==> src/logic/cpu_pkg.sv <==
`default_nettype none

package cpu_pkg;

	typedef logic [15:0] word_t;
	typedef logic [2:0] reg_addr_t;

	// operations after decode, zero is a bubble
	typedef enum logic [3:0] {
		OP_NOP   = 4'd0,
		OP_ADDU  = 4'd1,
		OP_SUBU  = 4'd2,
		OP_AND   = 4'd3,
		OP_OR    = 4'd4,
		OP_ADDIU = 4'd5,
		OP_LI    = 4'd6,
		OP_LW    = 4'd7,
		OP_SW    = 4'd8,
		OP_B     = 4'd9,
		OP_BEQZ  = 4'd10
	} opcode_t;

	// instruction class in bits 15:11
	localparam logic [4:0] CLS_NOP   = 5'b00001;
	localparam logic [4:0] CLS_B     = 5'b00010;
	localparam logic [4:0] CLS_BEQZ  = 5'b00100;
	localparam logic [4:0] CLS_ADDIU = 5'b01001;
	localparam logic [4:0] CLS_LI    = 5'b01101;
	localparam logic [4:0] CLS_LW    = 5'b10011;
	localparam logic [4:0] CLS_SW    = 5'b11011;
	localparam logic [4:0] CLS_ALU   = 5'b11100;

	// function field in bits 1:0 of the ALU class, rz = rx op ry
	localparam logic [1:0] FN_AND  = 2'b00;
	localparam logic [1:0] FN_ADDU = 2'b01;
	localparam logic [1:0] FN_OR   = 2'b10;
	localparam logic [1:0] FN_SUBU = 2'b11;

	localparam word_t NOP_INSTR = 16'h0800;

	// memory sizes in words
	localparam int IMEM_DEPTH = 256;
	localparam int DMEM_DEPTH = 256;
	localparam int IMEM_AW = $clog2(IMEM_DEPTH);
	localparam int DMEM_AW = $clog2(DMEM_DEPTH);

	// data memory wait states
	localparam int MEM_WAIT = 2;
	localparam int MEM_CNT_W = $clog2(MEM_WAIT + 1);
	typedef logic [MEM_CNT_W-1:0] wait_cnt_t;
	localparam wait_cnt_t WAIT_LAST = wait_cnt_t'(MEM_WAIT);

	typedef struct packed {
		word_t pc;
		word_t instr;
	} if_id_t;

	typedef struct packed {
		opcode_t opcode;
		word_t op_a;
		word_t op_b;
		word_t imm;
		reg_addr_t dst;
		logic reg_we;
		logic mem_rd;
		logic mem_wr;
	} id_exe_t;

endpackage

`default_nettype wire

==> src/logic/stage_reg.sv <==
`timescale 1ns/1ps
`default_nettype none

module stage_reg #(
	parameter type payload_t = cpu_pkg::word_t
)(
	input wire clk,
	input wire rst_n,
	input wire hold,
	input wire payload_t d,
	output payload_t q
);

	// all-zero payload is a bubble
	always_ff @(posedge clk) begin
		if (!rst_n) begin
			q <= '0;
		end else if (!hold) begin
			q <= d;
		end
	end

endmodule

`default_nettype wire

==> config.mk <==
export PLATFORM = sky130hd
export DESIGN_NAME = stage_reg
export DESIGN_NICKNAME = d
export VERILOG_FILES = /design/src/logic/cpu_pkg.sv /design/src/logic/stage_reg.sv
export SDC_FILE = /design/constraint.sdc
export NUM_CORES = 1
export LEC_CHECK = 0
export CAP_MARGIN = 15
export CORE_AREA = 5 5 42 44
export CTS_CLUSTER_DIAMETER = 150
export CTS_CLUSTER_SIZE = 12
export DETAILED_ROUTE_END_ITERATION = 8
export DIE_AREA = 0 0 47 49
export DONT_BUFFER_PORTS = 1
export PLACE_DENSITY = 0.66
export SLEW_MARGIN = 25
export SYNTH_ARGS = -nofsm -noshare
export SYNTH_HDL_FRONTEND = slang
export SYNTH_SLANG_ARGS = --single-unit
==> constraint.sdc <==
create_clock -name clk -period 1.3 [get_ports clk]
set_input_delay 0.26 -clock clk [delete_from_list [all_inputs] [get_ports clk]]
set_output_delay 0.26 -clock clk [all_outputs]
set_load 0.005 [all_outputs]
## After elaboration in Yosys (flattened, before gate mapping)

Cells that the tools add are included.
W data, S select, Z words.

| storage, ports and cells | value |
|---|---|
| register bits | 16 |
| output and inout bits | 16 |
| logic and storage cells | 1 |

## Longest topological paths before layout

| depth | value |
|---|---|
| depth after elaboration | 0 |
| gate-level depth with buffers | 4 |

## Worst setup path before layout

Ideal clock, no wire load.

| path | value |
|---|---|
| path type | input to register |
| from | input hold |
| to | register q[10] (netlist name) |
| setup time | 116 ps |
| data arrival time | 732 ps |
| data required time | 1184 ps |
| slack | 452 ps |
| stages | 4 |
| path through | buf_6 -> buf_12 -> mux2i_1 -> nor2b_1 |

RTL lines:

| item | line | source |
|---|---|---|
| from (decl) | stage_reg.sv:9 | `input wire hold,` |
| to (signal assigned) | stage_reg.sv:17 | `q <= '0;` |
| to (signal assigned) | stage_reg.sv:19 | `q <= d;` |
| to (decl) | stage_reg.sv:11 | `output payload_t q` |

## Worst setup path in the final report

| path | value |
|---|---|
| from | register q[5] (netlist name) |
| to | output q[5] (netlist name) |

No word-level cell between the ends.

==> impl_metrics.tcl <==
set metrics [dict create \
    syn_nets 70 \
    synth-compound-area-share_pct 0 \
    die_area_sq_mm 0.00230 \
    wl_per_cell_um 15.4 \
    drc 0 \
    cp-end-kind "primary output" \
    hold_violations 0 \
    grt_pass1_wl_um 1530 \
    synth_cell_types 6 \
    r2r_slack_ns 0.66 \
    startpoint "q[5]" \
    max_slew_margin_pct 90.2 \
    grt_max_degree 17 \
    holdCritStartpoint "rst_n" \
    synthAdderAreaFrac_pct 0 \
    synth-xor-area-share_pct 0 \
    drt_pass1_iterations 2 \
    worst-path-max-fanout 2 \
    synth.area.mux_share_pct 26.0 \
    drv_cap 0 \
    cts_setup_buffers 0 \
    vias 342 \
    wl_um 1030 \
    num_rows 14 \
    cts_max_level 1 \
    viasPerCell 5.10 \
    largest_reg_flops 16 \
    status "finished clean" \
    grt_overflow 0 \
    rr_worst_depth 2 \
    reg2reg_from "q[11]" \
    grt_pass1_vias 303 \
    hold_path_class "in2reg" \
    yosysWarnings 0 \
    clkSinkCount 16 \
    tns_ns 0 \
    reg2reg_to "q[11]" \
    dr.first_iter.drc_count 1 \
    post-synth-top-area-cell "dfxtp_1" \
    grt_setup_unrepaired "no" \
    crit_required_ns 1.04 \
    cp-start-kind "flop" \
    cts_buffer_depth 2 \
    synthCells 51 \
    fin_hold_ws_ns 0.107 \
    drive_gt1_share_pct 5.88 \
    min_path_cells 1 \
    vdd_ir_drop_max_mv 0.636 \
    synth_top_area_share_pct 52.0 \
    post_cts_resized 0 \
    min_to "q[15]" \
    cts_tree "done" \
    cp.arrival_ns 0.64 \
    p_leak_nw 0.269 \
    antenna_left 0 \
    top_regs "q x16" \
    port_buffers 0 \
    cts_buffers 3 \
    syn_area_per_cell_sq_um 12.1 \
    io_pins 35 \
    clockRootBuffer "clkbuf_4" \
    max_flop_register "q" \
    clkLatencyLatePin_ns 0.27 \
    crit_type "reg2out" \
    cts.clk_slew.worst_paths_ns 0.09 \
    worst_pin_slew_ns 0.143 \
    grt_usage_pct 9.48 \
    core_area_sq_mm 0.00140 \
    max_freq_ghz 1.11 \
    synth_seq_area_share_pct 52.0 \
    antenna_found_initial 0 \
    ys_ff_latch 16 \
    drv_slew 0 \
    power.density_mw_per_mm2 1350 \
    cts_hold_buf 0 \
    gp_congestion 0.573 \
    syn-cell-area_sq_um 616 \
    min_period_over_period_pct 69.6 \
    synthToLayoutAreaGrowth_pct 1.22 \
    num_antenna_cells 0 \
    final-setup-viol-count 0 \
    start_util_pct 43.9 \
    nNetsFinal 72 \
    mostFrequentLayoutCells "mux2i_1 (16), nor2b_1 (16), dfxtp_1 (16), clkbuf_4 (3)" \
    fp.dieH_um 49 \
    die_w_um 47 \
    period_minus_slack_ns 0.905 \
    synth_top_family_by_area "multiplexers" \
    synth-simple-area-share_pct 16.3 \
    clock_skew_ns 0 \
    synthTopCellsByArea "dfxtp_1 (52%), mux2i_1 (26%), nor2b_1 (16%)" \
]
metrics by stage:
step / power (W) / instance area, sq um / util (%) / std cells / setup WS [ns]
2_1_floorplan: 0.000618 / 616 / - / 51 / 0.452
3_3_place_gp: 0.000604 / 601 / 42.9 / 64 / 0.681
3_5_place_dp: 0.000606 / 601 / 42.9 / 64 / 0.663
4_1_cts: 0.000855 / 623 / 44.5 / 67 / 0.378
5_1_grt: 0.000897 / 623 / 44.5 / 67 / 0.353
6_report: 0.000843 / 623 / 44.5 / 67 / 0.395
cell usage after synthesis (all sizes together):
| cell type | count |
|---|---|
| dfxtp | 16 |
| mux2i | 16 |
| nor2b | 16 |
| buf | 2 |
| clkbuf | 1 |
power by group:
part	leakage [nW]	switching (W)	internal, W
combinational	0.123	0.0000145	0.0000376
clock	0.0138	0.000143	0.000107
sequential	0.132	0.0000210	0.000520
total	0.269	0.000178	0.000664
logic make-up (layout without fill, tap and decap cells):
logic type,count (synthesis),count (layout)
buf+inv,3,3
flops,16,16
mux,16,16
simple gates,16,16
final cells by class:
class                           instances  area [sq um]
Tap cell                               16          20.0
Fill cell                             142           778
Multi-Input combinational cell         32           260
Clock buffer                            3          22.5
Sequential cell                        16           320
routing by layer:
metal	vias to the layer above	GRT usage [%]	share of wire (%)
met5	-	0	0
met4	0	8.29	2.6
met3	4	3.32	14
met2	18	12.4	43
met1	151	11.6	40
li1	169	-	-
worst max path at each step:
stage	endpoint	slack [ns]	depth (start not counted)
2_1_floorplan	q[10]	0.45	4
3_3_place_gp	q[11]	0.68	2
3_5_place_dp	q[11]	0.66	2
4_1_cts	q[5]	0.38	0
5_1_grt	q[9]	0.35	0
6_report	q[5]	0.40	0
Power figures use the tool's default switching activity.
