File: config.mk
export PLATFORM = sky130hd
export DESIGN_NAME = reg_file
export DESIGN_NICKNAME = d
export VERILOG_FILES = /design/src/logic/cpu_pkg.sv /design/src/logic/reg_file.sv
export SDC_FILE = /design/constraint.sdc
export NUM_CORES = 1
export LEC_CHECK = 0
export BUFFER_PORTS_ARGS = -buffer_cell sky130_fd_sc_hd__buf_2
export CORE_MARGIN = 2
export CORE_UTILIZATION = 45
export DETAILED_ROUTE_END_ITERATION = 6
export GPL_ROUTABILITY_DRIVEN = 0
export SKIP_LAST_GASP = 1
export SYNTH_ARGS = -nofsm -noshare
export SYNTH_HDL_FRONTEND = slang
export SYNTH_SLANG_ARGS = --single-unit
File: constraint.sdc
create_clock -name clk -period 3 [get_ports clk]
set_input_delay 0.15 -clock clk [delete_from_list [all_inputs] [get_ports clk]]
set_output_delay 0.15 -clock clk [all_outputs]
set_load 0.01 [all_outputs]
File: src/logic/cpu_pkg.sv
`default_nettype none

package cpu_pkg;

	typedef logic [15:0] word_t;
	typedef logic [2:0] reg_addr_t;

	// operations after decode, zero is a bubble
	typedef enum logic [3:0] {
		OP_NOP   = 4'd0,
		OP_ADDU  = 4'd1,
		OP_SUBU  = 4'd2,
		OP_AND   = 4'd3,
		OP_OR    = 4'd4,
		OP_ADDIU = 4'd5,
		OP_LI    = 4'd6,
		OP_LW    = 4'd7,
		OP_SW    = 4'd8,
		OP_B     = 4'd9,
		OP_BEQZ  = 4'd10
	} opcode_t;

	// instruction class in bits 15:11
	localparam logic [4:0] CLS_NOP   = 5'b00001;
	localparam logic [4:0] CLS_B     = 5'b00010;
	localparam logic [4:0] CLS_BEQZ  = 5'b00100;
	localparam logic [4:0] CLS_ADDIU = 5'b01001;
	localparam logic [4:0] CLS_LI    = 5'b01101;
	localparam logic [4:0] CLS_LW    = 5'b10011;
	localparam logic [4:0] CLS_SW    = 5'b11011;
	localparam logic [4:0] CLS_ALU   = 5'b11100;

	// function field in bits 1:0 of the ALU class, rz = rx op ry
	localparam logic [1:0] FN_AND  = 2'b00;
	localparam logic [1:0] FN_ADDU = 2'b01;
	localparam logic [1:0] FN_OR   = 2'b10;
	localparam logic [1:0] FN_SUBU = 2'b11;

	localparam word_t NOP_INSTR = 16'h0800;

	// memory sizes in words
	localparam int IMEM_DEPTH = 256;
	localparam int DMEM_DEPTH = 256;
	localparam int IMEM_AW = $clog2(IMEM_DEPTH);
	localparam int DMEM_AW = $clog2(DMEM_DEPTH);

	// data memory wait states
	localparam int MEM_WAIT = 2;
	localparam int MEM_CNT_W = $clog2(MEM_WAIT + 1);
	typedef logic [MEM_CNT_W-1:0] wait_cnt_t;
	localparam wait_cnt_t WAIT_LAST = wait_cnt_t'(MEM_WAIT);

	typedef struct packed {
		word_t pc;
		word_t instr;
	} if_id_t;

	typedef struct packed {
		opcode_t opcode;
		word_t op_a;
		word_t op_b;
		word_t imm;
		reg_addr_t dst;
		logic reg_we;
		logic mem_rd;
		logic mem_wr;
	} id_exe_t;

endpackage

`default_nettype wire

File: src/logic/reg_file.sv
`timescale 1ns/1ps
`default_nettype none

module reg_file(
	input wire clk,
	input wire rst_n,
	input wire cpu_pkg::reg_addr_t raddr1,
	input wire cpu_pkg::reg_addr_t raddr2,
	input wire wb_we,
	input wire cpu_pkg::reg_addr_t wb_addr,
	input wire cpu_pkg::word_t wb_value,
	input wire exe_we,
	input wire cpu_pkg::reg_addr_t exe_addr,
	input wire cpu_pkg::word_t exe_value,
	output cpu_pkg::word_t rdata1,
	output cpu_pkg::word_t rdata2
);
	cpu_pkg::word_t regs [8];

	always_ff @(posedge clk) begin
		if (!rst_n) begin
			for (int i = 0; i < 8; i++) begin
				regs[i] <= '0;
			end
		end else if (wb_we) begin
			regs[wb_addr] <= wb_value;
		end
	end

	// youngest result first, EXE before WB
	always_comb begin
		if (exe_we && exe_addr == raddr1) begin
			rdata1 = exe_value;
		end else if (wb_we && wb_addr == raddr1) begin
			rdata1 = wb_value;
		end else begin
			rdata1 = regs[raddr1];
		end
	end

	always_comb begin
		if (exe_we && exe_addr == raddr2) begin
			rdata2 = exe_value;
		end else if (wb_we && wb_addr == raddr2) begin
			rdata2 = wb_value;
		end else begin
			rdata2 = regs[raddr2];
		end
	end

endmodule

`default_nettype wire

# Word-level counts from Yosys, hierarchy flattened
# Memories as Yosys holds them, arrays and structs flattened.
# Index checks and enable logic that the tools add are counted.
[classes]
n_addsub = 0
n_mul = 0
div = 0
n_lt_le_gt_ge = 0
eq_ne = 4
shift = 0
n_mux = 11
bitwise = 0
n_reduce_logical = 5
[ops]
columns = ["op", "count"]
rows = [
  ["two-way mux 16 bit", 5],
  ["OR reduction 16 bit", 1],
  ["equality test 3 bit", 4],
  ["two-way mux 1 bit", 5],
  ["logical AND 1 bit", 4],
  ["two-way mux 3 bit", 1],
]
[word_totals]
regBits = 0
latch_bits = 0
ram_bits = 128
rom_bits = 0
in_bits = 48
output_inout_bits = 32
word_cells = 21
mem_count = 1
[mem_list]
columns = ["name", "depth", "width", "rd", "rd_ports_with_merged_regs", "wr", "line", "rtl"]
rows = [
  ["regs", 8, 16, 2, 0, 8, "reg_file.sv:18", "cpu_pkg::word_t regs [8];"],
]

# Depth between registers and ports, before layout
[depth]
word_depth = 5
mapped_depth = 7
mapped_depth_nobuf = 4

# Worst setup path after synthesis
# OpenSTA, ideal clock, no wires.
[synth_timing]
path_type = "input port to flip-flop"
startpoint = "input port rst_n"
endpoint = "memory regs[5][0] in the netlist's numbering (enable)"
setup_time_ns = 0.411
t_arrival_ns = 1.728
required_time_ns = 2.589
slack_ns = 0.861
path_stages = 3
n_path_buf = 1
path_cell_list = "clkbuf_2 nand3_1 o21ai_0"
[synth_lines]
columns = ["element", "line", "rtl"]
rows = [
  ["from (decl)", "reg_file.sv:6", "input wire rst_n,"],
  ["to (decl)", "reg_file.sv:18", ""],
]

==> impl_metrics.env <==
export IMPL_crit_path_max_fanout=2
export IMPL_setup_tns_ns=0
export IMPL_maxCapViolations=0
export IMPL_worstPathRequired_ns=2.85
export IMPL_synth_cell_area_um2=7790
export IMPL_mappedNetlistNets=574
export IMPL_gr_total_overflow=0
export IMPL_grt_first_pass_wirelength_um=30100
export IMPL_die_y_um=136
export IMPL_power_leakage_nw=3.59
export IMPL_hold_buffers=0
export IMPL_grt_max_degree=23
export IMPL_die_w_um=136
export IMPL_finalCritPeriodShare_pct=76.1
export IMPL_busiest_layer="met2"
export IMPL_core_um2=17100
export IMPL_slew_headroom_pct=43.5
export IMPL_ys_seq_elements=128
export IMPL_slew_viol_final=0
export IMPL_cts_tree="built"
export IMPL_cpPeakStageDelay_ns=0.51
export IMPL_ys_types=26
export IMPL_largest_reg_flops=128
export IMPL_nets=659
export IMPL_wl_per_cell_um=23.4
export IMPL_worst_pin_slew_ns=0.843
export IMPL_synthCells=526
export IMPL_period_minus_slack_ns=2.28
export IMPL_root_buffer="clkbuf_16"
export IMPL_p_per_area_nw_per_um2=548
export IMPL_dieArea_um2=18400
export IMPL_arrival_ns=2.13
export IMPL_drc=0
export IMPL_antenna_found_initial=1
export IMPL_worstPathCellList="mux4_1, mux2_2, mux2i_1, o21ai_1, buf_2"
export IMPL_vdd_drop_max_v=0.000380
export IMPL_max_freq_mhz=438
export IMPL_seq_area_frac_synth_pct=49.3
export IMPL_initial_utilization_pct=45.5
export IMPL_cts_setup_buffers=0
export IMPL_routed_wl_um=19900
export IMPL_dpl_hpwl_um=13000
export IMPL_n_antenna_cell=0
export IMPL_cts_buffers=17
export IMPL_firstDrtPassIters=5
export IMPL_syn_avg_cell_area_um2=14.8
export IMPL_critical_path_class="reg -> out"
export IMPL_rsz0062_at_grt="no"
export IMPL_setup_worst_path_start_class="flip-flop"
export IMPL_vias_per_cell=5.71
export IMPL_grt_total_usage_pct=22.7
export IMPL_met2_usage_pct=37.7
export IMPL_grt_pass1_vias=4973
export IMPL_rows=48
export IMPL_ctsHtreeMaxLevel=4
export IMPL_outcome="finished, final reports clean"
export IMPL_ant_nets=0
export IMPL_drtIter0Drc=376
export IMPL_pre_cts_ws_ns=0.835
export IMPL_clkTransAtPathRegs_ns=0.06
export IMPL_fin_ws_ns=0.718
export IMPL_hp_class="in -> reg"
export IMPL_largestRegisters="regs: 128 flops"
export IMPL_cts_path_max_buffers=2
export IMPL_portBuffers=79
export IMPL_crit_path_end_kind="primary output"
export IMPL_io_pins=80
export IMPL_area_growth_pct=15.9
export IMPL_use_met3_pct=4.38
export IMPL_top_register="regs"
export IMPL_finalHoldViolCount=0
export IMPL_setup_viol=0
export IMPL_ctsResizeCount=0
export IMPL_cpMaxStageDelayCell="mux4_1"
export IMPL_met1_usage_pct=30.5
export IMPL_synth_warnings=0
export IMPL_clock_sinks=128
export IMPL_vias=4849
export IMPL_drive_above_1_share_pct=28.0
-- logic make-up (layout without fill, tap and decap cells) --
family                    after synthesis  count (layout)  synth area share, %
AOI/OAI and AO/OA                      38              38                 2.44
xor gates and xnor gates               12              12                 1.35
muxes                                 128             128                 30.1
DFF                                   128             128                 49.3
and+or+nand+nor                       179             179                 13.4
buffers and inverters                  41             139                 3.37
-- final cells by class --
| cell class | instances | area, um^2 |
|---|---|---|
| fillers | 1437 | 8090 |
| flip-flops and latches | 128 | 3840 |
| multi-input cells | 357 | 3680 |
| repair buffers | 107 | 618 |
| clock buffers | 19 | 433 |
| well taps | 225 | 282 |
| clock inverters | 13 | 165 |
-- per-layer routing --
metal	vias to the layer above	share of wire, %
li1	2231	-
met1	2439	43
met2	159	50
met3	20	5.5
met4	0	1.5
met5	-	0
-- synth_stat cells, drive strengths merged --
| cell | n | area (um^2) |
|---|---|---|
| edfxtp | 128 | 3840 |
| nand4 | 2 | 25.0 |
| clkbuf | 23 | 87.6 |
| nand3 | 1 | 5.00 |
| nor3 | 2 | 15.0 |
| mux4 | 64 | 1670 |
| mux2i | 32 | 320 |
| and4 | 2 | 17.5 |
| mux2 | 32 | 360 |
| buf | 18 | 175 |
| and2 | 128 | 801 |
| nand3b | 1 | 7.51 |
| xnor2 | 12 | 105 |
| nor2 | 6 | 22.5 |
| o21ai | 38 | 190 |
| nand2b | 4 | 25.0 |
| nand2 | 33 | 124 |
-- metrics by stage --
step | area [um^2] | std cells | total power [mW] | hold WS, ns | util (%)
3_3_place_gp | 8430 | 817 | 2.88 | 0.550 | 49.2
3_5_place_dp | 8430 | 817 | 2.90 | 0.563 | 49.2
5_1_grt | 9030 | 849 | 5.12 | 0.141 | 52.7
2_1_floorplan | 7790 | 526 | 2.63 | 0.348 | -
6_report | 9030 | 849 | 4.94 | 0.136 | 52.7
4_1_cts | 9030 | 849 | 4.97 | 0.130 | 52.7
-- layout by cell type (no fill, tap or decap), drive strengths merged --
| master | n |
|---|---|
| bufinv | 3 |
| nand3b | 1 |
| xnor2 | 12 |
| buf | 107 |
| nor3 | 2 |
| nand2 | 33 |
| and4 | 2 |
| nand4 | 2 |
| mux2i | 32 |
| o21ai | 38 |
| clkinv | 7 |
| mux4 | 64 |
| nand2b | 4 |
| and2 | 128 |
| clkinvlp | 3 |
| mux2 | 32 |
| nand3 | 1 |
| nor2 | 6 |
| edfxtp | 128 |
| clkbuf | 19 |
-- final timing paths --
kind                     start                       end  cells past startpoint
max   regs[1][8]$_SDFFCE_PN0P_                 rdata1[8]                      5
min                wb_value[2]  regs[0][2]$_SDFFCE_PN0P_                      2
-- report_power, final --
part / internal (mW) / switching, mW / total (mW)
registers: 2.08 / 0.0497 / 2.13
clock network: 1.31 / 0.775 / 2.08
logic: 0.357 / 0.373 / 0.730
-- worst max-delay path, delay by kind of cell, from the launching register on --
| kind | cells | cell delay (ns) |
|---|---|---|
| multiplexers | 3 | 1.07 |
| flip-flops | 1 | 0.38 |
| AO/OA/AOI/OAI | 1 | 0.11 |
| buffers and inverters | 1 | 0.15 |
Note: power is estimated with default switching activity, not from simulation.
