### src/logic/cpu_pkg.sv
`default_nettype none

package cpu_pkg;

	typedef logic [15:0] word_t;
	typedef logic [2:0] reg_addr_t;

	// operations after decode, zero is a bubble
	typedef enum logic [3:0] {
		OP_NOP   = 4'd0,
		OP_ADDU  = 4'd1,
		OP_SUBU  = 4'd2,
		OP_AND   = 4'd3,
		OP_OR    = 4'd4,
		OP_ADDIU = 4'd5,
		OP_LI    = 4'd6,
		OP_LW    = 4'd7,
		OP_SW    = 4'd8,
		OP_B     = 4'd9,
		OP_BEQZ  = 4'd10
	} opcode_t;

	// instruction class in bits 15:11
	localparam logic [4:0] CLS_NOP   = 5'b00001;
	localparam logic [4:0] CLS_B     = 5'b00010;
	localparam logic [4:0] CLS_BEQZ  = 5'b00100;
	localparam logic [4:0] CLS_ADDIU = 5'b01001;
	localparam logic [4:0] CLS_LI    = 5'b01101;
	localparam logic [4:0] CLS_LW    = 5'b10011;
	localparam logic [4:0] CLS_SW    = 5'b11011;
	localparam logic [4:0] CLS_ALU   = 5'b11100;

	// function field in bits 1:0 of the ALU class, rz = rx op ry
	localparam logic [1:0] FN_AND  = 2'b00;
	localparam logic [1:0] FN_ADDU = 2'b01;
	localparam logic [1:0] FN_OR   = 2'b10;
	localparam logic [1:0] FN_SUBU = 2'b11;

	localparam word_t NOP_INSTR = 16'h0800;

	// memory sizes in words
	localparam int IMEM_DEPTH = 256;
	localparam int DMEM_DEPTH = 256;
	localparam int IMEM_AW = $clog2(IMEM_DEPTH);
	localparam int DMEM_AW = $clog2(DMEM_DEPTH);

	// data memory wait states
	localparam int MEM_WAIT = 2;
	localparam int MEM_CNT_W = $clog2(MEM_WAIT + 1);
	typedef logic [MEM_CNT_W-1:0] wait_cnt_t;
	localparam wait_cnt_t WAIT_LAST = wait_cnt_t'(MEM_WAIT);

	typedef struct packed {
		word_t pc;
		word_t instr;
	} if_id_t;

	typedef struct packed {
		opcode_t opcode;
		word_t op_a;
		word_t op_b;
		word_t imm;
		reg_addr_t dst;
		logic reg_we;
		logic mem_rd;
		logic mem_wr;
	} id_exe_t;

endpackage

`default_nettype wire

### src/logic/fetch_unit.sv
`timescale 1ns/1ps
`default_nettype none

module fetch_unit(
	input wire clk,
	input wire rst_n,
	input wire run,
	input wire hold,
	input wire set_pc,
	input wire cpu_pkg::word_t set_pc_addr,
	input wire boot_we,
	input wire cpu_pkg::word_t boot_addr,
	input wire cpu_pkg::word_t boot_data,
	output cpu_pkg::if_id_t fetch
);
	cpu_pkg::word_t pc;
	cpu_pkg::word_t imem [cpu_pkg::IMEM_DEPTH];
	logic advance;

	assign advance = run && !hold;

	// boot port fills the instruction array
	always_ff @(posedge clk) begin
		if (boot_we) begin
			imem[boot_addr[cpu_pkg::IMEM_AW-1:0]] <= boot_data;
		end
	end

	always_ff @(posedge clk) begin
		if (!rst_n) begin
			pc <= '0;
		end else if (advance) begin
			// branch from ID wins over the sequential step
			if (set_pc) begin
				pc <= set_pc_addr;
			end else begin
				pc <= pc + 16'd1;
			end
		end
	end

	always_comb begin
		fetch.pc = pc;
		if (advance) begin
			fetch.instr = imem[pc[cpu_pkg::IMEM_AW-1:0]];
		end else begin
			fetch.instr = cpu_pkg::NOP_INSTR;
		end
	end

endmodule

`default_nettype wire

### config.mk
export PLATFORM = sky130hd
export DESIGN_NAME = fetch_unit
export DESIGN_NICKNAME = d
export VERILOG_FILES = /design/src/logic/cpu_pkg.sv /design/src/logic/fetch_unit.sv
export SDC_FILE = /design/constraint.sdc
export NUM_CORES = 2
export LEC_CHECK = 0
export BUFFER_PORTS_ARGS = -buffer_cell sky130_fd_sc_hd__buf_2
export CORE_ASPECT_RATIO = 1.2
export CORE_MARGIN = 3
export CORE_UTILIZATION = 35
export DETAILED_ROUTE_END_ITERATION = 16
export PLACE_DENSITY = 0.6
export SYNTH_ARGS = -nofsm -noshare
export SYNTH_HDL_FRONTEND = slang
export SYNTH_SLANG_ARGS = --single-unit
### constraint.sdc
create_clock -name clk -period 3 [get_ports clk]
set_clock_uncertainty 0.1 [all_clocks]
set_input_delay 0 -clock clk [delete_from_list [all_inputs] [get_ports clk]]
set_output_delay 0 -clock clk [all_outputs]
set_load 0.01 [all_outputs]
; After elaboration in Yosys (flattened, before gate mapping)
; Memories as Yosys holds them, arrays and structs flattened. A register that Yosys moved wholly into a read port is not among the register bits.
; Index checks and enable logic that the tools add are counted.
[word_totals]
regBits = 16
ramBits = 4096
in_bits = 54
output_inout_bits = 32
wordCells = 11
mem_count = 1
[classes]
addsub = 1
muxes = 6
n_reduce_logical = 2
[mem_list]
columns = name, words, width, read_ports, rd_ports_with_merged_regs, wr, line
row1 = imem, 256, 16, 1, 1, 1, fetch_unit.sv:17  ; cpu_pkg::word_t imem [cpu_pkg::IMEM_DEPTH];
[op_table]
columns = cell, n
row1 = 2-to-1 mux 16 bit, 2
row2 = "adder 16 x 1 -> 16 bit, second input constant", 1
row3 = 2-to-1 mux 8 bit, 2
row4 = 2-to-1 mux 1 bit, 2
row5 = logical AND 1 bit, 1
row6 = zero test 1 bit, 1

; Longest topological paths before layout
[depth]
depth_word = 4
depth_mapped = 12
depth_no_buf = 8

; Least setup slack after synthesis
; Ideal clock, no wire load.
[synth_path]
kind = reg2out
startpoint = reg (tool-made name)
endpoint = out fetch[1] in the netlist's numbering
t_arrival_ps = 2281
t_required_ps = 2900
path_slack_ps = 619
stages_incl_launch_ff = 10
n_path_buf = 4
path_cell_list = dfxtp_1 > buf_6 > buf_6 > buf_4 > buf_2 > mux4_2 > a221oi_1 > o221ai_1 > nor3_1 > o31ai_1
[synth_lines]
columns = element, line
row1 = to (decl), fetch_unit.sv:14  ; output cpu_pkg::if_id_t fetch

==> flow_results.org <==
** Global routing
- The first global-routing pass estimated 634 mm of wire.
- The initial antenna violation count came to 22.
- For met1 alone, demand over resource in global routing was 0.243.
- Entering global routing, the biggest net connects ~170 pins.
- Met2 Track Usage GR :: 0.327
- For met3 alone, demand over resource in global routing was 0.0285.
- In the global route stage, overall resource usage came out at 0.190.
- Most used routing layer in global routing :: met2
- Number of global-route vias before repair :: roughly 83000
- The total overflow left after global routing is 0.

** Finish
- In the layout the commonest cells are edfxtp_1 (4096), mux4_2 (794), buf_4 (782).
- Fillers :: ~39000
- The multi-input combinational cells in the finished layout cover a total of about 34000 um^2.
- Storage cell area :: about 120000 um^2
- Post-layout nets :: between 8000 and 9000
- The area growth from synthesis to layout is 19.1%.
- Most common library cell in the layout ignoring fill and taps :: edfxtp_1
- In the final layout, the share of cells above drive strength 1 is 0.301.

** Clock network
- Later-pin clock latency in the skew report :: roughly 0.92 ns
- CTS saw approximately 4100 sinks.
- TritonCTS built the clock tree.
- After clock tree synthesis, the clock-pin slew on the worst setup and hold paths is 0.06 ns.
- CTS built an H-tree with a depth of 5.
- Clock tree root driver cell :: clkbuf_16
- Number of buffers on the longest clock path :: 4
- TritonCTS Buffers :: 378

** Critical path
- STA puts the critical path data required time at roughly 2.9 ns.
- Arrival time reported for the critical path endpoint :: between 4 and 5 ns
- Kind of critical path :: reg2out
- Slack of the worst reg-to-reg path :: between 0.15 and 0.2 ns
- Crit start category :: flop
- The worst setup path is captured at an output pin.
- Of all nets on the critical path, the largest fanout is 7.

** Detailed routing
- Vias :: about 82000
- After detailed routing, the number of remaining DRC violations is 0.
- In this run, the number of DRC markers left after iteration 0 of detailed routing was between 9000 and 10000.
- Final routed wire length divided by cell count :: roughly 30 um
- Post-detailed-route count of antenna-violating nets :: 0
- Total wirelength of the detailed-routed design :: approximately 450 mm
- Detail-routed via count per cell :: 5.56
- DRT Pass-1 Iters :: 6

** Floorplan
- Height of the die :: between 700 and 800 um
- For this design the top-level I/O count stands at between 80 and 90.
- Die Footprint :: about 460000 um^2
- After floorplanning, the core was sized to cover about 450000 um^2.
- Row generation in the floorplan step produced 270 rows.
- Initial standard-cell utilization of the core :: 0.352
- The die is 621 um wide.

** Logic synthesis
- After synthesis the cells add up to about 160000 um^2.
- Of all flip-flops after synthesis, the portion carrying an async set or reset was 0.
- Synthesis produced a netlist with a net count of approximately 7500.
- Main area contributors after synthesis :: edfxtp_1 (77%), mux4_2 (11%), mux2i_1 (3.3%)
- Dividing the synthesized area by the synthesized cell count gives about 21 um^2.
- Post-Syn Instances :: around 7400
- Warnings from Yosys :: 0
- Flip-flop cell with the highest count after synthesis :: edfxtp_1
- Of the post-synthesis cell area, the dominant cell type holds 0.774.
- The synthesized design contains just over 4000 enable-type register cells.
- Of the synthesized area, sequential elements account for 0.777.
- Number of library cell types mapped by synthesis :: 60
- Synthesis inferred between 4000 and 5000 register bits.
- Yosys top cell by area :: edfxtp_1

** STA
- Count of final setup violators :: 16
- Relative max-transition margin :: -0.0120
- Once routing completed, OpenROAD measured the worst setup slack at -1.33 ns.
- The smallest clock period supported by the final layout is computed as approximately 4.3 ns.
- Setup Total Neg Slack :: -18.96 ns
- Hold Slack :: roughly 0.017 ns
- Maximum clock rate :: between 200 and 250 MHz
- Setup repair after global routing could not meet its margin everywhere.
- The final number of hold-violating endpoints came to 0.
- Worst Tran Pin Value :: between 1.5 and 2 ns
- Max Transition Viols Final :: 20
- Fin crit share :: 1.44

** Power and ir drop
- VDD sags by at most 0.528 mV.
- In this run the power density over the cells is between 600 and 700 nW/um^2.
- Overall power consumption after layout is estimated at 120 mW.
- In this run the static leakage power is ~58 nW.

** Placement
- After legalization and detailed placement, the total HPWL measured approximately 280 mm.
- Input/output buffers :: just under 80
- At the end of routability-driven placement, the weighted congestion stood at 0.870.

** Worst hold path
- Class of the tightest hold or removal check :: in2reg

** Flow run
- Total of max-cap violations :: 0

** Run status
- Run status :: finished, violations left
- The checks that failed: slew limit, setup timing.
[flip-flops by register name, indices dropped and copies added (netlist names), named ones only]
signal	count
imem	4096
pc	16
[cell type report]
class | instances | share of cell area
Inverter | 5 | 0.000139
Multi-Input combinational cell | 2824 | 0.178
Antenna cell | 9 | 0.000119
Timing Repair Buffer | 1202 | 0.0643
Tap cell | 5984 | 0.0396
Clock inverter | 235 | 0.0129
Sequential cell | 4120 | 0.653
Clock buffer | 456 | 0.0520
[repair_timing]
action                                  CTS  global route
setup endpoints to repair                16            19
pin swaps                                47            57
hold buffers                             92             0
endpoints found under the hold margin  6090             0
cloned                                   14             2
gates resized for setup                 250           146
setup buffers                            55            48
[stage by stage]
stage | worst slack, ns | cells | utilization | area (um^2)
2_1_floorplan | 0.619 | 7402 | - | 159000
3_3_place_gp | -1.78 | 13900 | 0.383 | 173000
3_5_place_dp | -1.31 | 13900 | 0.383 | 173000
4_1_cts | -1.36 | 14800 | 0.417 | 188000
5_1_grt | -1.37 | 14800 | 0.419 | 189000
6_report | -1.33 | 14800 | 0.419 | 189000
[metal layers]
metal / vias to the layer above / wire length [um]
li1: 33700 / -
met1: 44000 / 167000
met2: 3938 / 226000
met3: 748 / 36600
met4: 10 / 18500
met5: - / 71
[power by group]
| part | switching (mW) | internal, mW | total [mW] | leakage (nW) |
|---|---|---|---|---|
| clock | 21.3 | 27.0 | 48.3 | 5.95 |
| combinational | 4.72 | 3.28 | 8.00 | 15.2 |
| sequential | 0.0536 | 63.4 | 63.4 | 37.0 |
[synth_stat cells, types with 16 or more instances]
master,instances
o22ai_1,191
buf_2,110
buf_6,58
edfxtp_1,4096
o221ai_1,247
nand3_1,77
or3_1,16
a22oi_1,78
o21ai_0,104
nand2_1,77
a22o_1,25
nand4_1,35
mux4_2,793
a221oi_1,21
dfxtp_1,24
nor3_1,42
mux2i_1,521
a21oi_1,151
clkbuf_1,182
nor2b_1,18
buf_8,40
buf_4,33
nor2_1,282
buf_1,17
[worst paths after layout]
check | start | endpoint | cells after the start
max | flop | fetch[11] | 12
min | boot_data[13] | imem[92][13] | 2
max reg2reg | pc[2] | pc[11] | 8
min reg2reg | pc[14] | pc[14] | 2
[cells by family after synthesis]
family          Yosys count  share of synthesized area
flops                  4120                      0.777
compound gates          890                     0.0392
buf+inv                 458                     0.0190
simple gates            603                     0.0173
fa+ha+maj                 1                  0.0000787
mux                    1330                      0.148
[worst max-delay path, cell delays in order (launching register included)]
cell	delay [ns]
dfxtp_4	0.39
buf_12	0.17
buf_16	0.19
buf_12	0.12
buf_12	0.10
mux4_2	0.54
mux4_2	0.53
a21oi_2	0.14
nor3b_4	0.50
buf_4	0.22
o41ai_4	0.07
buf_12	0.17
buf_6	0.12
Note: power is estimated with default switching activity, not from simulation.
