### config.mk
export PLATFORM = sky130hd
export DESIGN_NAME = data_ram_flat
export DESIGN_NICKNAME = d
export VERILOG_FILES = /design/src/logic/cpu_pkg.sv /design/src/logic/mem_bus_if.sv /design/src/logic/data_ram.sv /design/src/flat_wrapper.sv
export SDC_FILE = /design/constraint.sdc
export NUM_CORES = 2
export LEC_CHECK = 0
export BUFFER_PORTS_ARGS = -buffer_cell sky130_fd_sc_hd__buf_4
export CORE_MARGIN = 2
export CORE_UTILIZATION = 55
export CTS_CLUSTER_SIZE = 40
export DETAILED_ROUTE_END_ITERATION = 10
export PLACE_DENSITY_LB_ADDON = 0.12
export SLEW_MARGIN = 10
export SYNTH_ARGS = -nofsm -noshare
export SYNTH_HDL_FRONTEND = slang
export SYNTH_SLANG_ARGS = --single-unit
### constraint.sdc
create_clock -name clk -period 3.7 [get_ports clk]
set_input_delay 0.555 -clock clk [delete_from_list [all_inputs] [get_ports clk]]
set_output_delay 0.555 -clock clk [all_outputs]
set_load 0.005 [all_outputs]
### src/logic/cpu_pkg.sv
`default_nettype none

package cpu_pkg;

	typedef logic [15:0] word_t;
	typedef logic [2:0] reg_addr_t;

	// operations after decode, zero is a bubble
	typedef enum logic [3:0] {
		OP_NOP   = 4'd0,
		OP_ADDU  = 4'd1,
		OP_SUBU  = 4'd2,
		OP_AND   = 4'd3,
		OP_OR    = 4'd4,
		OP_ADDIU = 4'd5,
		OP_LI    = 4'd6,
		OP_LW    = 4'd7,
		OP_SW    = 4'd8,
		OP_B     = 4'd9,
		OP_BEQZ  = 4'd10
	} opcode_t;

	// instruction class in bits 15:11
	localparam logic [4:0] CLS_NOP   = 5'b00001;
	localparam logic [4:0] CLS_B     = 5'b00010;
	localparam logic [4:0] CLS_BEQZ  = 5'b00100;
	localparam logic [4:0] CLS_ADDIU = 5'b01001;
	localparam logic [4:0] CLS_LI    = 5'b01101;
	localparam logic [4:0] CLS_LW    = 5'b10011;
	localparam logic [4:0] CLS_SW    = 5'b11011;
	localparam logic [4:0] CLS_ALU   = 5'b11100;

	// function field in bits 1:0 of the ALU class, rz = rx op ry
	localparam logic [1:0] FN_AND  = 2'b00;
	localparam logic [1:0] FN_ADDU = 2'b01;
	localparam logic [1:0] FN_OR   = 2'b10;
	localparam logic [1:0] FN_SUBU = 2'b11;

	localparam word_t NOP_INSTR = 16'h0800;

	// memory sizes in words
	localparam int IMEM_DEPTH = 256;
	localparam int DMEM_DEPTH = 256;
	localparam int IMEM_AW = $clog2(IMEM_DEPTH);
	localparam int DMEM_AW = $clog2(DMEM_DEPTH);

	// data memory wait states
	localparam int MEM_WAIT = 2;
	localparam int MEM_CNT_W = $clog2(MEM_WAIT + 1);
	typedef logic [MEM_CNT_W-1:0] wait_cnt_t;
	localparam wait_cnt_t WAIT_LAST = wait_cnt_t'(MEM_WAIT);

	typedef struct packed {
		word_t pc;
		word_t instr;
	} if_id_t;

	typedef struct packed {
		opcode_t opcode;
		word_t op_a;
		word_t op_b;
		word_t imm;
		reg_addr_t dst;
		logic reg_we;
		logic mem_rd;
		logic mem_wr;
	} id_exe_t;

endpackage

`default_nettype wire

### src/logic/mem_bus_if.sv
`timescale 1ns/1ps
`default_nettype none

interface mem_bus_if;
	// request held as a level until done
	logic rd;
	logic wr;
	cpu_pkg::word_t addr;
	cpu_pkg::word_t wdata;
	// reply, rdata valid with the done pulse
	cpu_pkg::word_t rdata;
	logic done;

	modport master(output rd, wr, addr, wdata, input rdata, done);
	modport slave(input rd, wr, addr, wdata, output rdata, done);
endinterface

`default_nettype wire

### src/logic/data_ram.sv
`timescale 1ns/1ps
`default_nettype none

module data_ram(
	input wire clk,
	input wire rst_n,
	mem_bus_if.slave mem
);
	cpu_pkg::word_t ram [cpu_pkg::DMEM_DEPTH];
	cpu_pkg::wait_cnt_t cnt;
	logic req;
	logic fire;

	assign req = mem.rd || mem.wr;
	// last wait state reached, access happens at this edge
	assign fire = req && !mem.done && cnt == cpu_pkg::WAIT_LAST;

	always_ff @(posedge clk) begin
		if (!rst_n) begin
			cnt <= '0;
			mem.done <= 1'b0;
		end else begin
			mem.done <= fire;
			if (fire || !req) begin
				cnt <= '0;
			end else if (!mem.done) begin
				cnt <= cnt + 1'b1;
			end
		end
	end

	always_ff @(posedge clk) begin
		if (fire) begin
			if (mem.wr) begin
				ram[mem.addr[cpu_pkg::DMEM_AW-1:0]] <= mem.wdata;
			end
			mem.rdata <= ram[mem.addr[cpu_pkg::DMEM_AW-1:0]];
		end
	end

endmodule

`default_nettype wire

### src/flat_wrapper.sv
// flat-port wrapper written by rule: the top's interface ports become plain ports
module data_ram_flat 
  (clk, rst_n, mem_rd, mem_wr, mem_addr, mem_wdata, mem_rdata, mem_done);
  mem_bus_if mem_i ();
  input wire clk;
  input wire rst_n;
  input wire logic [$bits(mem_i.rd)-1:0] mem_rd;
  input wire logic [$bits(mem_i.wr)-1:0] mem_wr;
  input wire logic [$bits(mem_i.addr)-1:0] mem_addr;
  input wire logic [$bits(mem_i.wdata)-1:0] mem_wdata;
  output wire logic [$bits(mem_i.rdata)-1:0] mem_rdata;
  output wire logic [$bits(mem_i.done)-1:0] mem_done;
  assign mem_i.rd = mem_rd;
  assign mem_i.wr = mem_wr;
  assign mem_i.addr = mem_addr;
  assign mem_i.wdata = mem_wdata;
  assign mem_rdata = mem_i.rdata;
  assign mem_done = mem_i.done;
  data_ram u_core (.clk(clk), .rst_n(rst_n), .mem(mem_i));
endmodule
Word-level counts from Yosys, hierarchy flattened
Memories as Yosys holds them, arrays and structs flattened. A register that Yosys moved wholly into a read port is not among the register bits.
Index checks and enable logic that the tools add are counted.

storage, ports and cells
  bits in registers = 3
  memory bits (writable) = 4096
  bits of input ports = 36
  word-level logic and storage cells = 16
  memories kept = 1

memories
  name        words  bits a word  read ports  clocked after memory_dff  write ports  line           RTL
  u_core.ram  256    16           1           1                         1            data_ram.sv:9  cpu_pkg::word_t ram [cpu_pkg::DMEM_DEPTH];

cells by class
  add/subtract/negate cells = 1
  eq/ne operators = 1
  muxes and demuxes = 3
  bitwise logic cells = 1
  reduce and logical (&&, ||, !) cells = 7

operator list
  kind                   number
  $mux W1                3
  $add A2 B1 Y2 const B  1
  $eq A2 B2 Y1 const B   1
  $logic_and A1 B1 Y1    2
  $logic_not A1 Y1       2
  $logic_or A1 B1 Y1     2
  $reduce_or A2 Y1       1
  $not A1 Y1             1

Logic depth before layout (Yosys ltp)
  depth in word-level cells = 5
  depth in mapped cells = 9
  mapped depth without buffers = 6

Worst setup path after synthesis
No wires, ideal clock.

  kind = input-to-reg
  from = in mem_addr[0]
  to = mem u_core.ram[184][0] (netlist bit) (enable)
  setup time = 388 ps
  arrival time = 2680 ps
  data required time = 3312 ps
  setup slack = 631 ps
  stages on the path = 8
  buffers on the path = 5
  path through = buf_6 buf_6 buf_6 buf_2 nor4b_2 nand2_1 clkbuf_1 nor2_1

RTL lines
  what         line               RTL
  from (decl)  flat_wrapper.sv:9  input wire logic [$bits(mem_i.addr)-1:0] mem_addr;
  to (decl)    data_ram.sv:9

Straight into the memory's write port.

Worst setup path in the final report
  from = reg u_core.cnt[0]
  to = mem u_core.ram[129][3] (netlist bit) (enable)

between the ends
  longest elaborated chain between the ends = 4

RTL lines
  what                           line            RTL
  from (decl)                    data_ram.sv:10  cpu_pkg::wait_cnt_t cnt;
  from (signal assigned)         data_ram.sv:27  cnt <= cnt + 1'b1;
  $eq A2 B2 Y1                   data_ram.sv:16  assign fire = req && !mem.done && cnt == cpu_pkg::WAIT_LAST;
  $logic_and A1 B1 Y1            data_ram.sv:16
  $mux W1                        data_ram.sv:33  if (fire) begin
  $mux W1 (implied by the code)  data_ram.sv:35  ram[mem.addr[cpu_pkg::DMEM_AW-1:0]] <= mem.wdata;

Every way passes these cells.

==> impl_metrics.yaml <==
synthesis:
  synth_cell_type_count: 25
  yosys_warnings: 0
  synth.area.top_cells: "edfxtp_1 79%, mux4_2 15%, a22oi_1 2.5%"
  synth_cells: 6722
  yosysTopAreaCellShare_pct: 79.5
  ys_seq_area_share_pct: 79.5
  syn_area_per_cell_um2: 23.1
  ys_seq_elements: 4115
  syn_area_mm2: 0.155
  synth_nets: 6759
  yosysTopAreaCell: "edfxtp_1"
critical_path:
  cp.arrival_ns: 3.38
  reg2reg_depth: 8
  r2r-start: "u_core.cnt[0]"
  critPathMaxFanout: 16
  critical_path_class: "reg -> reg"
  endpoint_kind: "register"
  ff2ff_setup_slack_ns: 0.91
  rr_endpoint: "u_core.ram[129][3]"
  worstPathRequired_ns: 4.29
  start_kind: "register"
worst_hold_path:
  hold_start: "mem_wdata[11]"
  hp-class: "in -> reg"
  min_to: "u_core.ram[70][11]"
  whs_path_depth: 1
final_layout:
  fin_cells: 11500
  syn2layout_area_growth_pct: 15.1
  n_fill_cell: 18700
  layout_common_cells: "4112 x edfxtp_1, 1024 x mux4_2, 595 x buf_4"
  final_common_cell: "edfxtp_1"
  drive_gt1_share_pct: 30.9
  layout.nets: 7478
power_and_ir_drop:
  totalPowerFinal_uw: 96400
  p_leak_uw: 0.0558
  power_density_mw_per_mm2: 539
  peakVddDrop_mv: 0.529
timing:
  rsz0062_at_grt: "false"
  finalHoldViolations: 0
  max_freq_mhz: 359
  setup_tns_ns: 0
  tightest_slew_ns: 1.20
  setup_viol_count_final: 0
  setup_slack_ns: 0.912
  finClkSkew_ns: 0.0521
  relSlewSlack_pct: 19.7
  period_needed_ns: 2.79
  fin_crit_sh_pct: 75.3
  drv_slew: 0
floorplanning:
  coreArea_mm2: 0.282
  design.portCount: 53
  num_rows: 195
  die_area_mm2: 0.287
  die_h_um: 536
  die_w_um: 536
  start_util_pct: 55.2
detailed_routing:
  drtPass1Iterations: 5
  via_count: 75200
  routedWlPerCell_um: 33.9
  drc_errors: 0
  avgViaCountPerCell: 6.53
  drtAntennaViolNets: 0
  wl_um: 390000
  dr.first_iter.drc_count: 10500
clocking:
  clkTransAtPathRegs_ns: 0.07
  insertion_delay_ns: 0.95
  cts.htree.levels: 5
  postCtsSetupBuffers: 0
  holdBufCountCts: 0
  numClockSinks: 4115
  cts-buffers-inserted: 407
  root_buffer: "clkbuf_16"
  tritoncts: "yes"
  cts.repair.resized: 0
  cts_buffer_depth: 4
outcome:
  outcome: "finished, final reports clean"
placed_design:
  dp.cells: 10800
  dpl_worst_slack_ns: 0.0761
  place.gp.congestion: 0.853
  detailed_place_hpwl_um: 231000
  portBuffers: 44
run:
  drv_cap: 0
grt:
  grt_max_degree: 124
  antenna_found_initial: 15
  grt_pass1_vias: 74900
  grtUsageTotal_pct: 27.3
  grt_pass1_wl_um: 553000
  grt_overflow: 0
[power by group]
group,internal (uW),switching [uW]
combinational,1650,2770
clock,23400,17200
sequential,51300,22.0
total,76400,20000
[registers in the layout, summed over array words and instances, names as in the netlist]
name              flops
u_core.mem.done       1
u_core.ram         4096
u_core.cnt            2
u_core.mem.rdata     16
[cell usage after synthesis]
cell type	number
buf_1	54
nand2_1	29
nor2_1	266
nor2b_1	6
clkbuf_1	244
nand2b_1	3
nor4b_2	1
or2_2	1
o41ai_1	64
edfxtp_1	4112
buf_2	108
nand4b_1	1
nor3_1	3
ha_1	1
mux4_2	1024
nand4_1	16
and2_1	2
a21oi_1	258
a22oi_1	512
buf_6	5
buf_4	1
o21ai_0	1
nand3_1	5
inv_1	2
dfxtp_1	3
[metrics by stage]
step | hold WS, ns | cell area (um2) | util (%)
3_3_place_gp | 0.498 | 166000 | 58.8
6_report | 0.0958 | 179000 | 63.5
5_1_grt | 0.0632 | 179000 | 63.5
4_1_cts | 0.0438 | 179000 | 63.5
2_1_floorplan | 0.461 | 155000 | -
3_5_place_dp | 0.507 | 166000 | 58.8
[how the worst max path moves through the flow]
stage | from | end | slack (ns) | cells past startpoint
final | u_core.cnt[0] | u_core.ram[129][3] | 0.91 | 8
after global placement | mem_addr[0] | u_core.mem.rdata[13] | 0.09 | 10
after floorplan | mem_addr[0] | u_core.ram[184][0] | 0.63 | 8
after global routing | u_core.cnt[0] | u_core.ram[57][12] | 0.82 | 8
after CTS | u_core.cnt[0] | u_core.ram[57][13] | 0.91 | 8
after detailed placement | mem_addr[0] | u_core.mem.rdata[13] | 0.08 | 10
[metal layers]
layer / vias to the layer above / GRT usage [%] / wire length (um)
met3: 585 / 5.02 / 35100
met1: 40500 / 39.9 / 155000
met5: - / 0 / 27
met4: 4 / 9.09 / 14200
met2: 3631 / 42.3 / 186000
li1: 30500 / - / -
[area by class of cell]
cell class,instances,area [um2],area share [%]
clock buffer,498,10700,5.97
multi-input combinational,2193,30500,17.1
inverter,2,7.51,0.00420
sequential,4115,124000,69.1
antenna,11,27.5,0.0154
clock inverter,243,2420,1.35
tap,3743,4680,2.62
timing repair buffer,722,6930,3.88
[worst max-delay path, stage by stage (launching register included)]
cell and delay (ns):
dfxtp_1 0.33, inv_1 0.06, ha_1 0.23, nand4b_1 0.26, nor2_1 0.53, nand2_2 0.12, buf_4 0.29, nor2_2 0.18
buf_4 0.32
[cells by family (layout without fill, tap and decap cells)]
| kind of cell | count (synthesis) | after routing | share of synthesized area (%) |
|---|---|---|---|
| and+or+nand+nor | 333 | 333 | 0.866 |
| other | 0 | 11 | 0 |
| DFF | 4115 | 4115 | 79.5 |
| AOI/OAI and AO/OA | 835 | 835 | 3.67 |
| buffers and inverters | 414 | 1465 | 1.11 |
| muxes | 1024 | 1024 | 14.8 |
| adders and majority gates | 1 | 1 | 0.00805 |
No activity file was read; power rests on OpenSTA's default activity.
