===== config.mk =====
export PLATFORM = sky130hd
export DESIGN_NAME = exe_unit_flat
export DESIGN_NICKNAME = d
export VERILOG_FILES = /design/src/logic/cpu_pkg.sv /design/src/logic/mem_bus_if.sv /design/src/logic/exe_unit.sv /design/src/flat_wrapper.sv
export SDC_FILE = /design/constraint.sdc
export NUM_CORES = 1
export LEC_CHECK = 0
export ABC_AREA = 1
export BUFFER_PORTS_ARGS = -buffer_cell sky130_fd_sc_hd__buf_2
export CELL_PAD_IN_SITES_DETAIL_PLACEMENT = 1
export CELL_PAD_IN_SITES_GLOBAL_PLACEMENT = 1
export CORE_UTILIZATION = 31
export CTS_CLUSTER_DIAMETER = 50
export DETAILED_ROUTE_END_ITERATION = 12
export GPL_ROUTABILITY_DRIVEN = 1
export PLACE_DENSITY_LB_ADDON = 0.08
export SLEW_MARGIN = 10
export SYNTH_ARGS = -nofsm -noshare
export SYNTH_HDL_FRONTEND = slang
export SYNTH_SLANG_ARGS = --single-unit
export TNS_END_PERCENT = 30

===== constraint.sdc =====
create_clock -name clk -period 5.86 [get_ports clk]
set_clock_uncertainty 0.1 [all_clocks]
set_input_delay 0.879 -clock clk [delete_from_list [all_inputs] [get_ports clk]]
set_output_delay 0.879 -clock clk [all_outputs]
set_load 0.005 [all_outputs]

===== src/logic/cpu_pkg.sv =====
`default_nettype none

package cpu_pkg;

	typedef logic [15:0] word_t;
	typedef logic [2:0] reg_addr_t;

	// operations after decode, zero is a bubble
	typedef enum logic [3:0] {
		OP_NOP   = 4'd0,
		OP_ADDU  = 4'd1,
		OP_SUBU  = 4'd2,
		OP_AND   = 4'd3,
		OP_OR    = 4'd4,
		OP_ADDIU = 4'd5,
		OP_LI    = 4'd6,
		OP_LW    = 4'd7,
		OP_SW    = 4'd8,
		OP_B     = 4'd9,
		OP_BEQZ  = 4'd10
	} opcode_t;

	// instruction class in bits 15:11
	localparam logic [4:0] CLS_NOP   = 5'b00001;
	localparam logic [4:0] CLS_B     = 5'b00010;
	localparam logic [4:0] CLS_BEQZ  = 5'b00100;
	localparam logic [4:0] CLS_ADDIU = 5'b01001;
	localparam logic [4:0] CLS_LI    = 5'b01101;
	localparam logic [4:0] CLS_LW    = 5'b10011;
	localparam logic [4:0] CLS_SW    = 5'b11011;
	localparam logic [4:0] CLS_ALU   = 5'b11100;

	// function field in bits 1:0 of the ALU class, rz = rx op ry
	localparam logic [1:0] FN_AND  = 2'b00;
	localparam logic [1:0] FN_ADDU = 2'b01;
	localparam logic [1:0] FN_OR   = 2'b10;
	localparam logic [1:0] FN_SUBU = 2'b11;

	localparam word_t NOP_INSTR = 16'h0800;

	// memory sizes in words
	localparam int IMEM_DEPTH = 256;
	localparam int DMEM_DEPTH = 256;
	localparam int IMEM_AW = $clog2(IMEM_DEPTH);
	localparam int DMEM_AW = $clog2(DMEM_DEPTH);

	// data memory wait states
	localparam int MEM_WAIT = 2;
	localparam int MEM_CNT_W = $clog2(MEM_WAIT + 1);
	typedef logic [MEM_CNT_W-1:0] wait_cnt_t;
	localparam wait_cnt_t WAIT_LAST = wait_cnt_t'(MEM_WAIT);

	typedef struct packed {
		word_t pc;
		word_t instr;
	} if_id_t;

	typedef struct packed {
		opcode_t opcode;
		word_t op_a;
		word_t op_b;
		word_t imm;
		reg_addr_t dst;
		logic reg_we;
		logic mem_rd;
		logic mem_wr;
	} id_exe_t;

endpackage

`default_nettype wire


===== src/logic/mem_bus_if.sv =====
`timescale 1ns/1ps
`default_nettype none

interface mem_bus_if;
	// request held as a level until done
	logic rd;
	logic wr;
	cpu_pkg::word_t addr;
	cpu_pkg::word_t wdata;
	// reply, rdata valid with the done pulse
	cpu_pkg::word_t rdata;
	logic done;

	modport master(output rd, wr, addr, wdata, input rdata, done);
	modport slave(input rd, wr, addr, wdata, output rdata, done);
endinterface

`default_nettype wire


===== src/logic/exe_unit.sv =====
`timescale 1ns/1ps
`default_nettype none

module exe_unit(
	input wire clk,
	input wire rst_n,
	input wire cpu_pkg::id_exe_t exe_in,
	mem_bus_if.master mem,
	output logic hold,
	output logic exe_we,
	output cpu_pkg::reg_addr_t exe_addr,
	output cpu_pkg::word_t exe_value,
	output logic wb_we,
	output cpu_pkg::reg_addr_t wb_addr,
	output cpu_pkg::word_t wb_value
);
	cpu_pkg::word_t alu_res;

	always_comb begin
		case (exe_in.opcode)
			cpu_pkg::OP_ADDU: alu_res = exe_in.op_a + exe_in.op_b;
			cpu_pkg::OP_SUBU: alu_res = exe_in.op_a - exe_in.op_b;
			cpu_pkg::OP_AND: alu_res = exe_in.op_a & exe_in.op_b;
			cpu_pkg::OP_OR: alu_res = exe_in.op_a | exe_in.op_b;
			cpu_pkg::OP_LI: alu_res = exe_in.imm;
			// ADDIU, and the rx + imm5 address of LW and SW
			cpu_pkg::OP_ADDIU, cpu_pkg::OP_LW, cpu_pkg::OP_SW: alu_res = exe_in.op_a + exe_in.imm;
			default: alu_res = '0;
		endcase
	end

	// request lasts while the instruction sits in EXE
	assign mem.rd = exe_in.mem_rd;
	assign mem.wr = exe_in.mem_wr;
	assign mem.addr = alu_res;
	assign mem.wdata = exe_in.op_b;

	assign hold = (exe_in.mem_rd || exe_in.mem_wr) && !mem.done;

	// no bypass until the load data is back
	assign exe_we = exe_in.reg_we && !hold;
	assign exe_addr = exe_in.dst;
	assign exe_value = exe_in.mem_rd ? mem.rdata : alu_res;

	always_ff @(posedge clk) begin
		if (!rst_n) begin
			wb_we <= 1'b0;
		end else begin
			wb_we <= exe_we;
		end
	end

	always_ff @(posedge clk) begin
		wb_addr <= exe_addr;
		wb_value <= exe_value;
	end

endmodule

`default_nettype wire


===== src/flat_wrapper.sv =====
// flat-port wrapper written by rule: the top's interface ports become plain ports
module exe_unit_flat 
  (clk, rst_n, exe_in, hold, exe_we, exe_addr, exe_value, wb_we, wb_addr, wb_value, mem_rd, mem_wr, mem_addr, mem_wdata, mem_rdata, mem_done);
  mem_bus_if mem_i ();
  input wire clk;
  input wire rst_n;
  input wire cpu_pkg::id_exe_t exe_in;
  output logic hold;
  output logic exe_we;
  output cpu_pkg::reg_addr_t exe_addr;
  output cpu_pkg::word_t exe_value;
  output logic wb_we;
  output cpu_pkg::reg_addr_t wb_addr;
  output cpu_pkg::word_t wb_value;
  output wire logic [$bits(mem_i.rd)-1:0] mem_rd;
  output wire logic [$bits(mem_i.wr)-1:0] mem_wr;
  output wire logic [$bits(mem_i.addr)-1:0] mem_addr;
  output wire logic [$bits(mem_i.wdata)-1:0] mem_wdata;
  input wire logic [$bits(mem_i.rdata)-1:0] mem_rdata;
  input wire logic [$bits(mem_i.done)-1:0] mem_done;
  assign mem_rd = mem_i.rd;
  assign mem_wr = mem_i.wr;
  assign mem_addr = mem_i.addr;
  assign mem_wdata = mem_i.wdata;
  assign mem_i.rdata = mem_rdata;
  assign mem_i.done = mem_done;
  exe_unit u_core (.clk(clk), .rst_n(rst_n), .exe_in(exe_in), .mem(mem_i), .hold(hold), .exe_we(exe_we), .exe_addr(exe_addr), .exe_value(exe_value), .wb_we(wb_we), .wb_addr(wb_addr), .wb_value(wb_value));
endmodule

Word level (Yosys, flattened, before mapping)
Index checks and enable logic that the tools add are counted.
- memory bits (writable): 0
- memories kept: 0
- latch bits: 0
- flip-flop bits (word level): 20
- bits in read-only memories: 0
- bits of input ports: 77
- word-level logic and storage cells: 24
- add/subtract/negate cells: 3
- $mul: 0
- bitwise logic cells: 2
- div/mod/pow operators: 0
- muxes and demuxes: 2
- reductions and logical operators: 6
- equality and inequality tests: 8
- shifts and indexed selects: 0
- order comparisons: 0
- operators with widths (kind ; number):
    one-hot mux 16 bit (6 select lines) ; 1
    adder 16 bit ; 2
    AND 16 bit ; 1
    == test 4 x 3 -> 1 bit (second input constant) ; 4
    two-way mux 16 bit ; 1
    OR 16 bit ; 1
    subtractor 16 bit ; 1
    == test 4 x 2 -> 1 bit (second input constant) ; 2
    == test 4 x 1 -> 1 bit (second input constant) ; 1
    == test 4 bit (second input constant) ; 1
    OR reduction 3 bit ; 1
    logical AND 1 bit ; 2
    zero test 1 bit ; 2
    logical OR 1 bit ; 1

Depth between registers and ports, before layout
- depth after elaboration: 4
- depth in mapped cells: 21
- depth with buffers taken out: 20

Worst setup path after synthesis
No wires, ideal clock.
- path type: input -> output
- start point: input exe_in[56] in the netlist's numbering
- end point: output exe_value[8]
- stages on the path: 18
- path slack: 1.513 ns
- required time: 4.881 ns
- path buffers: 1
- arrival: 3.368 ns
- cell sequence: inv_1 nor2_2 nand2_1 nand2_2 clkbuf_1 nand2_1 o21ai_0 ha_1 inv_1 fa_1 inv_1 nand2_1 o21ai_0 a21boi_0 or2_2 nand3_1 nand3_1 a31oi_1
- word-level cells in the longest chain between the ends: 4
- ends and longest elaborated chain (item ; line ; text):
    start, declared ; flat_wrapper.sv:7 ; input wire cpu_pkg::id_exe_t exe_in;
    == test 4 x 3 -> 1 bit or == test 4 bit (tied branches) ; exe_unit.sv:20 ; case (exe_in.opcode)
    OR reduction 3 bit ; exe_unit.sv:20 ;
    one-hot mux 16 bit (6 select lines) * ; exe_unit.sv:20 ;
    two-way mux 16 bit * ; exe_unit.sv:43 ; assign exe_value = exe_in.mem_rd ? mem.rdata : alu_res;
    end, declared ; flat_wrapper.sv:11 ; output cpu_pkg::word_t exe_value;
Every way passes the cells marked *; elsewhere a longest branch is shown, timed or not.

Worst setup path after layout
- start point: input exe_in[54] in the netlist's numbering
- end point: output exe_value[8]
Same word-level chain as after synthesis.

==> results.sh <==
export IMPL_critPathLaunchType="primary input"
export IMPL_yosys_top_cells_count="151 x nand2_1, 46 x nor2_1, 41 x inv_1"
export IMPL_drt_iter0_markers=73
export IMPL_p_leak_uw=0.00193
export IMPL_syn_nets=566
export IMPL_seqPwrFrac_pct=26.1
export IMPL_worstPathRequired_ps=4880
export IMPL_tritoncts="yes"
export IMPL_relSlewSlack_pct=45.7
export IMPL_syn_to_final_growth_pct=26.8
export IMPL_antenna_diode_count=0
export IMPL_cp_max_fo=16
export IMPL_clkPwrFrac_pct=18.7
export IMPL_arrival_ps=3970
export IMPL_port_buffer_count=151
export IMPL_synthCells=469
export IMPL_drtAntennaViolNets=0
export IMPL_fin_tns_setup_ps=0
export IMPL_yosysWarnings=0
export IMPL_gr_usage_all_layers_pct=24.0
export IMPL_internal_power_uw=336
export IMPL_status="completed"
export IMPL_p_switching_uw=247
export IMPL_ios=152
export IMPL_final_area_um2=3460
export IMPL_numCtsBuffers=3
export IMPL_initial_core_util_pct=32.5
export IMPL_synth_most_common_cell="nand2_1"
export IMPL_final_cells=697
export IMPL_setup_violations=0
export IMPL_clockBufferDepth=2
export IMPL_ir_worst_vdd_mv=0.0741
export IMPL_cts_resized=0
export IMPL_antenna_found_initial=0
export IMPL_synth_edf_count=0
export IMPL_ys_async_sr_fraction_pct=0
export IMPL_cts_sinks=20
export IMPL_dpl_cell_area_um2=3400
export IMPL_syn_avg_cell_area_um2=5.82
export IMPL_fillerInstances=1229
export IMPL_whs_ps=619
export IMPL_wl_per_cell_um=15.5
export IMPL_grt_overflow_total=0
export IMPL_vias=3542
export IMPL_die_h_um=95.8
export IMPL_post_cts_buffers=0
export IMPL_fin_util_pct=41.3
export IMPL_maxCapViolations=0
export IMPL_endpoint_kind="output port"
export IMPL_root_buffer="clkbuf_8"
export IMPL_die_width_um=95.8
export IMPL_row_count=33
export IMPL_tightest_slew_ps=815
export IMPL_synth_largest_area_cell="nand2_1"
export IMPL_min_period_ps=4950
export IMPL_rsz0062_at_grt="no"
export IMPL_power_density_nw_per_um2=169
export IMPL_htreeDepth=1
export IMPL_nets=690
export IMPL_synth_seq_cells=20
export IMPL_critical_path_class="primary input to output port"
export IMPL_ys_flop_type="dfxtp_1"
export IMPL_dp_hpwl_mm=9.07
export IMPL_yosys_cell_types_count=42
export IMPL_syn_area_um2=2730
export IMPL_grt_pass1_vias=3547
export IMPL_core_um2=8380
export IMPL_max_freq_ghz=0.202
export IMPL_synth_top_area_share_pct=20.8
export IMPL_drc_errors=0
export IMPL_drive_gt1_share_pct=30.1
export IMPL_viasPerCell=5.08
export IMPL_drv_slew=0
export IMPL_numPlacedInstances=693
export IMPL_hold_viol_final=0
export IMPL_dieArea_um2=9180
export IMPL_min_path_type="primary input to flop"
export IMPL_clkTransAtPathRegs_ps=80
export IMPL_yosysSeqAreaShare_pct=14.7
export IMPL_fin_crit_sh_pct=84.5
export IMPL_comb_power_share_pct=55.2
export IMPL_drtPass1Iterations=4
export IMPL_place_gp_congestion=0.861
export IMPL_swShare_pct=42.4
export IMPL_grt_max_degree=26
export IMPL_grt_first_pass_wirelength_mm=16.9
export IMPL_routed_wl_mm=10.8
export IMPL_cts_hold_buf=0
export IMPL_synth_area_top_cells="nand2_1 21%, dfxtp_1 15%, ha_1 8.7%"
==> per-stage QoR <==
stage / worst slack [ps] / power, µW
after global placement: 962 / 472
after detailed placement: 908 / 480
after CTS: 898 / 590
final: 911 / 583
after floorplan: 1510 / 350
after global routing: 492 / 640
==> flip-flops by register name (all words and copies together) (netlist names) <==
name and flops:
u_core.wb_we 1, u_core.wb_addr 3, u_core.wb_value 16
==> per-layer routing <==
layer	vias up	GRT usage, %	wire, µm
met5	-	0	0
met4	0	3.36	104
met3	8	3.08	441
met2	97	48.0	5810
met1	1654	27.3	4460
li1	1783	-	-
==> cells in the final DEF (no fill, tap or decap), types with 5 or more instances in the layout <==
cell     Yosys  final
inv_1       41     41
or2_2        5      5
dfxtp_1     20     20
buf_2        3    151
a21oi_1     15     15
nand4_1      7      7
o21ai_0     30     30
ha_1        19     19
nand3_1     39     39
a31oi_1     16     16
nor2_1      46     46
nand2_1    151    151
==> power groups by stage <==
stage / registers, µW / clock network [µW] / logic [µW]
after floorplan: 159 / 0 / 191
after global placement: 155 / 0 / 317
after detailed placement: 156 / 0 / 324
after CTS: 153 / 111 / 326
after global routing: 154 / 119 / 367
final: 152 / 109 / 322
==> critical path: stages <==
cell and delay (ps):
buf_2 130, nor2_1 180, nand2_2 110, nand2_2 300
nand2_1 80, o21ai_0 90, ha_1 200, inv_1 60
fa_1 390, inv_1 120, nand2_1 80, o21ai_0 270
a21boi_0 200, or2_2 320, nand3_1 80, nand3_1 100
a31oi_1 230, buf_2 160
==> kinds of logic after synthesis <==
kind of cell / after synthesis / synth area share (%)
AND/OR/NAND/NOR: 263 / 41.3
AO/OA/AOI/OAI: 86 / 19.9
buffers and inverters: 78 / 14.0
adder cells (fa/ha/maj): 20 / 9.45
XOR/XNOR: 2 / 0.642
flip-flops: 20 / 14.7
==> layout make-up <==
class	instances	area (µm²)	share of cell area, %
sequential	20	400	11.6
tap	105	131	3.80
multi-input combinational	371	1940	56.2
timing repair buffer	151	756	21.8
clock buffer	4	55.1	1.59
inverter	46	173	4.99
==> worst paths after layout <==
path	end	cells after the start	slack, ps	from
max	exe_value[8]	18	910	exe_in[54]
min	u_core.wb_addr[0]	1	620	exe_in[3]
Note: power is estimated with default switching activity, not from simulation.
